$ cat config.mk
export PLATFORM = sky130hd
export DESIGN_NAME = tc_uop_queue
export DESIGN_NICKNAME = d
export VERILOG_FILES = /design/src/logic/tc_issue_pkg.sv /design/src/logic/tc_uop_queue.sv
export VERILOG_INCLUDE_DIRS = /design/src /design/src/logic
export SDC_FILE = /design/constraint.sdc
export NUM_CORES = 2
export LEC_CHECK = 0
export BUFFER_PORTS_ARGS = -buffer_cell sky130_fd_sc_hd__buf_2
export CAP_MARGIN = 10
export CORE_UTILIZATION = 44
export DETAILED_ROUTE_END_ITERATION = 10
export PLACE_DENSITY_LB_ADDON = 0.08
export SYNTH_ARGS = -nofsm -noshare
export SYNTH_HDL_FRONTEND = slang
export SYNTH_SLANG_ARGS = --single-unit
$ cat constraint.sdc
create_clock -name clk -period 17.8 [get_ports clk]
set_input_delay 2.67 -clock clk [delete_from_list [all_inputs] [get_ports clk]]
set_output_delay 2.67 -clock clk [all_outputs]
set_load 0.005 [all_outputs]
$ cat src/logic/tc_defs.svh
`ifndef TC_DEFS_SVH
`define TC_DEFS_SVH

// lane and warp geometry
`define TC_NUM_THREADS  16
`define TC_NUM_WARPS    4
`define TC_NW_WIDTH     2
`define TC_NUM_OCTETS   (`TC_NUM_THREADS / 8)
// lanes of the second thread group of an octet start this far up
`define TC_LANE_OFFSET  (4 * `TC_NUM_OCTETS)

// datapath and commit field widths
`define TC_XLEN         32
`define TC_NR_BITS      5
`define TC_UUID_WIDTH   16

// pipeline and buffer depths
`define TC_HMMA_LATENCY 3
// rule of thumb, enough uops to cover the dpu in flight
`define TC_META_DEPTH   (2 * `TC_HMMA_LATENCY)
`define TC_RESULT_DEPTH 2

`endif

$ cat src/logic/tc_issue_pkg.sv
`include "tc_defs.svh"

package tc_issue_pkg;

    // commit fields kept per uop until its writeback beat
    typedef struct packed {
        logic [`TC_UUID_WIDTH-1:0]  uuid;
        logic [`TC_NW_WIDTH-1:0]    wid;
        logic [`TC_NUM_THREADS-1:0] tmask;
        logic [`TC_XLEN-1:0]        pc;
        logic                       wb;
        logic [`TC_NR_BITS-1:0]     rd;
    } tc_meta_t;

    // one word per lane
    typedef logic [`TC_NUM_THREADS-1:0][`TC_XLEN-1:0] tc_lane_data_t;

    // one uop on the operand port
    typedef struct packed {
        tc_meta_t      meta;
        // selects which A and B halves this uop supplies
        logic [1:0]    step;
        // second uop of the pair, starts the hmma
        logic          last_in_pair;
        tc_lane_data_t rs1;
        tc_lane_data_t rs2;
        tc_lane_data_t rs3;
    } tc_uop_t;

    // one writeback beat on the commit port
    typedef struct packed {
        tc_meta_t      meta;
        tc_lane_data_t data;
    } tc_commit_t;

endpackage

$ cat src/logic/tc_uop_queue.sv
`timescale 1ns/1ps
`include "tc_defs.svh"

module tc_uop_queue import tc_issue_pkg::*; (
    input  logic                    clk,
    input  logic                    reset,
    input  logic                    push,
    input  tc_meta_t                push_meta,
    input  logic                    pop,
    input  logic [`TC_NW_WIDTH-1:0] pop_wid,
    output tc_meta_t                head_meta,
    output logic                    full
);
    localparam int DEPTH = `TC_META_DEPTH;
    localparam int PTR_W = $clog2(DEPTH);
    localparam int CNT_W = $clog2(DEPTH + 1);

    tc_meta_t                 mem [`TC_NUM_WARPS][DEPTH];
    logic [PTR_W-1:0]         wr_ptr [`TC_NUM_WARPS];
    logic [PTR_W-1:0]         rd_ptr [`TC_NUM_WARPS];
    logic [CNT_W-1:0]         count [`TC_NUM_WARPS];
    logic [`TC_NUM_WARPS-1:0] full_w;
    logic [`TC_NUM_WARPS-1:0] empty_w;

    // separate FIFOs keep the two beats of a warp's pair adjacent at its head
    for (genvar w = 0; w < `TC_NUM_WARPS; w++) begin : g_warp
        logic do_push;
        logic do_pop;

        assign do_push    = push && (push_meta.wid == `TC_NW_WIDTH'(w));
        assign do_pop     = pop && (pop_wid == `TC_NW_WIDTH'(w));
        assign full_w[w]  = (count[w] == CNT_W'(DEPTH));
        assign empty_w[w] = (count[w] == '0);

        always_ff @(posedge clk) begin
            if (reset) begin
                wr_ptr[w] <= '0;
                rd_ptr[w] <= '0;
                count[w]  <= '0;
            end else begin
                if (do_push) begin
                    wr_ptr[w] <= (wr_ptr[w] == PTR_W'(DEPTH - 1)) ? '0 : wr_ptr[w] + 1'b1;
                end
                if (do_pop) begin
                    rd_ptr[w] <= (rd_ptr[w] == PTR_W'(DEPTH - 1)) ? '0 : rd_ptr[w] + 1'b1;
                end
                if (do_push && !do_pop) begin
                    count[w] <= count[w] + 1'b1;
                end else if (do_pop && !do_push) begin
                    count[w] <= count[w] - 1'b1;
                end
            end
        end

        always_ff @(posedge clk) begin
            if (do_push) begin
                mem[w][wr_ptr[w]] <= push_meta;
            end
        end
    end

    assign head_meta = mem[pop_wid][rd_ptr[pop_wid]];
    // any full warp blocks issue for all warps
    assign full      = |full_w;

    assert property (@(posedge clk) disable iff (reset) push |-> !full_w[push_meta.wid]);
    assert property (@(posedge clk) disable iff (reset) pop |-> !empty_w[pop_wid]);

endmodule

# Yosys cells after proc, flatten, opt, wreduce, memory -nomap -nowiden

Memories as Yosys holds them, arrays and structs flattened.
Cells that the tools add are included.

Input port bits: 78
Output and inout port bits: 73
Bits in writable memories: 1764
Flip-flop bits (word level): 0
Word-level logic and storage cells: 204
Memories: 4

Muxes and demuxes: 102
Add/sub/neg operators: 16
Reduce and logical (&&, ||, !) cells: 34
Equal/unequal tests: 18
Bitwise operators: 21
Order comparisons: 9

Memories:

| memory | words | width | rd ports | clocked after Yosys merged registers in | write ports | line               | source |
|---|---|---|---|---|---|---|---|
| mem    | 4     | 432   | 1        | 0                                       | 1           | tc_uop_queue.sv:18 | `` tc_meta_t mem [`TC_NUM_WARPS][DEPTH]; `` |
| count  | 4     | 3     | 4        | 0                                       | 4           | tc_uop_queue.sv:21 | `` logic [CNT_W-1:0] count [`TC_NUM_WARPS]; `` |
| rd_ptr | 4     | 3     | 5        | 0                                       | 4           | tc_uop_queue.sv:20 | `` logic [PTR_W-1:0] rd_ptr [`TC_NUM_WARPS]; `` |
| wr_ptr | 4     | 3     | 4        | 0                                       | 4           | tc_uop_queue.sv:19 | `` logic [PTR_W-1:0] wr_ptr [`TC_NUM_WARPS]; `` |

Operators by type and width:

| operator                                                             | number |
|---|---|
| 432-bit 2-to-1 mux                                                   | 10 |
| 432-bit OR reduction                                                 | 3 |
| 72-bit demux with 3-bit select                                       | 4 |
| 72-bit 2-to-1 mux                                                    | 6 |
| 72-bit binary-select mux with 3-bit select                           | 1 |
| 3-bit 2-to-1 mux                                                     | 24 |
| 1-bit 2-to-1 mux                                                     | 54 |
| 3-bit by 1-bit adder with 3-bit output, second input constant        | 12 |
| 3-bit == test, second input constant                                 | 12 |
| 4-bit >= comparator, second input constant                           | 5 |
| 1-bit logical AND                                                    | 20 |
| 3-bit inverter with 4-bit output                                     | 5 |
| 4-bit by 1-bit < comparator with 1-bit output, second input constant | 4 |
| 1-bit OR                                                             | 16 |
| 3-bit by 1-bit subtractor with 3-bit output, second input constant   | 4 |
| 2-bit == test, second input constant                                 | 4 |
| 1-bit logical NOT                                                    | 8 |
| 2-bit 2-to-1 mux                                                     | 3 |
| 2-bit by 1-bit == test with 1-bit output, second input constant      | 2 |
| 2-bit logical NOT                                                    | 2 |
| 4-bit OR reduction                                                   | 1 |

# Longest topological paths before layout

Depth after elaboration: 10
Mapped depth: 10
Mapped depth without buffers: 7

# Worst setup path after synthesis

No wires, ideal clock.

Path type: input -> register
Start: input push_meta[54] in the netlist's numbering
End: memory mem[1][288] in the netlist's numbering, enable pin
Path slack: 6.552 ns
Buffers on the path: 1
Data required time: 17.095 ns
Stages: 3
Setup time: 0.705 ns
Arrival: 10.543 ns
Path through: clkbuf_1 > nand3b_1 > nor4b_1

Word-level cells in the longest chain between the ends: 8
Elaborated cells between the ends (all ways): 25
Those cells by class: eq/ne: 3; mux: 14; reduce/logical: 8

Ends and longest elaborated chain:

| item                                                                                  | line               | source |
|---|---|---|
| start: declaration                                                                    | tc_uop_queue.sv:8  | `input tc_meta_t push_meta,` |
| 2-bit by 1-bit == test with 1-bit output                                              | tc_uop_queue.sv:30 | `` assign do_push = push && (push_meta.wid == `TC_NW_WIDTH'(w)); `` |
| 1-bit logical AND                                                                     | tc_uop_queue.sv:30 |  |
| 1-bit 2-to-1 mux                                                                      | tc_uop_queue.sv:56 | `if (do_push) begin` |
| 432-bit 2-to-1 mux (not written as such)                                              | tc_uop_queue.sv:57 | `mem[w][wr_ptr[w]] <= push_meta;` |
| 432-bit OR reduction (no source line)                                                 | -                  |  |
| 2-bit 2-to-1 mux (no source line) or 432-bit 2-to-1 mux (tied branches) (3 in series) | -                  |  |
| end: declaration                                                                      | tc_uop_queue.sv:18 |  |

Parallel ways exist; a longest one is shown, timed or not.

==> impl_metrics.env <==
export IMPL_final_setup_tns_ns=0
export IMPL_ant_nets=0
export IMPL_cts_sinks=1764
export IMPL_tightest_slew_ns=1.22
export IMPL_p_leak_nw=24.3
export IMPL_p_per_area_nw_per_um2=115
export IMPL_seq_area_frac_synth=0.779
export IMPL_synth_largest_area_cell="edfxtp_1"
export IMPL_cts_buffer_depth=3
export IMPL_fin_ws_ns=8.20
export IMPL_cp_required_ns=15.13
export IMPL_io_pins=151
export IMPL_route_vias_total=31600
export IMPL_cp_num_buf_inv=4
export IMPL_cp_arrival_ns=6.93
export IMPL_layout_cells_non_filler=5332
export IMPL_end_kind="primary output"
export IMPL_final_common_cell="edfxtp_1"
export IMPL_crit_slowest_cell="buf_12"
export IMPL_finalClockSkew_ns=0.0268
export IMPL_postCtsResizedCells=0
export IMPL_final_cell_area_um2=77000
export IMPL_place_ws_ns=8.14
export IMPL_critPathKind="input pin to primary output"
export IMPL_core_um2=153000
export IMPL_synth_top_area_frac=0.779
export IMPL_die_area_um2=156000
export IMPL_syn_area_um2=68000
export IMPL_htree_levels=4
export IMPL_worst_setup_path_start_kind="input pin"
export IMPL_ys_ff_latch=1764
export IMPL_synth_fp_nets=3008
export IMPL_rsz0062_at_grt="no"
export IMPL_start_util=0.445
export IMPL_grt_first_pass_wirelength_um=242000
export IMPL_wl_met2_um=84100
export IMPL_slew_limit_headroom=0.190
export IMPL_worst_path_max_fanout=120
export IMPL_cts_hold_buf=0
export IMPL_ys_warn_count=0
export IMPL_cts_root_buf="clkbuf_16"
export IMPL_drive_gt1_frac=0.284
export IMPL_setup_violations_final=0
export IMPL_slowest_delay_ns=0.80
export IMPL_fin_crit_sh=0.539
export IMPL_dieWidth_um=395
export IMPL_async_flop_share=0
export IMPL_drt_vias_per_instance=5.92
export IMPL_status="completed"
export IMPL_max_cap_viol_count=0
export IMPL_die_y_um=395
export IMPL_dr_wl_met3_um=9040
export IMPL_ys_flop_type="edfxtp_1"
export IMPL_area_growth_synth_to_final_pct=13.3
export IMPL_antenna_found_initial=19
export IMPL_place_congestion=0.716
export IMPL_mostFrequentLayoutCells="edfxtp_1 (1764), mux4_2 (434), mux2i_1 (223), clkbuf_16 (185), buf_2 (148)"
export IMPL_synth_edf_count=1764
export IMPL_clkLatencyLatePin_ns=0.81
export IMPL_cts_setup_buffers=0
export IMPL_avgSynthCellArea_um2=23.4
export IMPL_std_cell_rows=143
export IMPL_dp_final_hpwl_um=84000
export IMPL_fin_nets=3254
export IMPL_synthCells=2904
export IMPL_finalCriticalPeriod_ns=9.60
export IMPL_clkSlewWorstSetupHoldPaths_ns=0.05
export IMPL_cp_top_family="buffers and inverters"
export IMPL_routed_wl_um=170000
export IMPL_synth_distinct_cells=39
export IMPL_drv_slew=0
export IMPL_top_layer="met5"
export IMPL_grt_pass1_vias=33300
export IMPL_drc=0
export IMPL_grt_ovfl_total=0
export IMPL_fmax_mhz=104
export IMPL_grt_total_usage=0.220
export IMPL_hold_path_class="flip-flop to flip-flop"
export IMPL_dp_cells=4997
export IMPL_numCtsBuffers=181
export IMPL_ir_drop_v=0.0000696
export IMPL_hold_violations=0
export IMPL_drtIter0Drc=3021
export IMPL_wl_met1_um=73300
export IMPL_io_buffers=150
export IMPL_avgRoutedWirePerCell_um=31.9
export IMPL_first_pass_iters=6
export IMPL_dpl_cell_area_um2=71200
export IMPL_cts_tree="done"
export IMPL_grt_max_degree=137
export IMPL_cp_cell_sequence="buf_8 > buf_12 > mux4_2 > nand2b_4 > buf_4 > o22a_1 > o21ai_1 > buf_2"
export IMPL_synthTopCellsByArea="edfxtp_1 (78%), mux4_2 (14%), mux2i_1 (3.3%)"
[logic make-up (layout without fill, tap and decap cells)]
group,count (synthesis),in the layout,share of synthesized area
XOR/XNOR,8,8,0.00103
AO/OA/AOI/OAI,164,164,0.0168
AND/OR/NAND/NOR,109,109,0.00882
other,0,6,0
adder cells (fa/ha/maj),26,26,0.00490
flip-flops,1764,1764,0.779
buffers and inverters,175,567,0.0123
multiplexers,658,658,0.177
[cells in the mapped netlist, drive strengths merged (3+ instances only)]
library cell and n:
edfxtp 1764, mux4 435, mux2i 223, buf 106, o21ai 72, o22a 72
clkbuf 49, nor2 29, ha 25, inv 20, nor3 17, nand2b 11
nor4 11, a2111oi 8, nand2 7, and4 6, xor2 6, a21oi 5
nand3 4, nand3b 4, or3 4, a211o 3, a22oi 3, and3 3
nor3b 3
[metrics by stage]
stage / total power (W) / hold WS (ns) / util
global placement: 0.00523 / 0.542 / 0.467
finish: 0.00883 / 0.585 / 0.504
detailed placement: 0.00525 / 0.581 / 0.467
global route: 0.00910 / 0.613 / 0.504
CTS: 0.00892 / 0.589 / 0.504
floorplan: 0.00502 / 0.530 / -
[final cells by class]
cell class	count	area (µm²)
antenna	6	15.0
clock buffer	220	4760
clock inverter	109	972
fill	12000	75600
inverter	20	75.1
multi-input combinational	965	14300
sequential	1764	53000
tap	2030	2540
timing repair buffer	218	1340
[report_power, final]
part	total, W	switching, W	leakage, nW	internal, W
clock network	0.00368	0.00156	2.81	0.00212
registers	0.00463	0.0000139	16.0	0.00461
logic	0.000520	0.000320	5.54	0.000199
[state kept, by name, indices dropped and copies added (netlist names)]
name	flops
wr_ptr	12
rd_ptr	12
mem	1728
count	12
[metal layers]
metal  global-route usage  up-vias
met5                    0        -
met4               0.0599       12
met3               0.0358      235
met2                0.357      905
met1                0.310    17500
li1                     -    12900
[final timing paths]
check                           slack (ns)         start             to  depth (start not counted)
worst min register to register        0.58   count[2][0]    count[2][0]                          1
worst max-delay path                  8.20    pop_wid[0]  head_meta[70]                          8
worst max register to register       14.63  wr_ptr[2][2]    mem[2][302]                          4
worst min-delay path                  0.58   count[2][0]    count[2][0]                          1
Power figures use the tool's default switching activity.
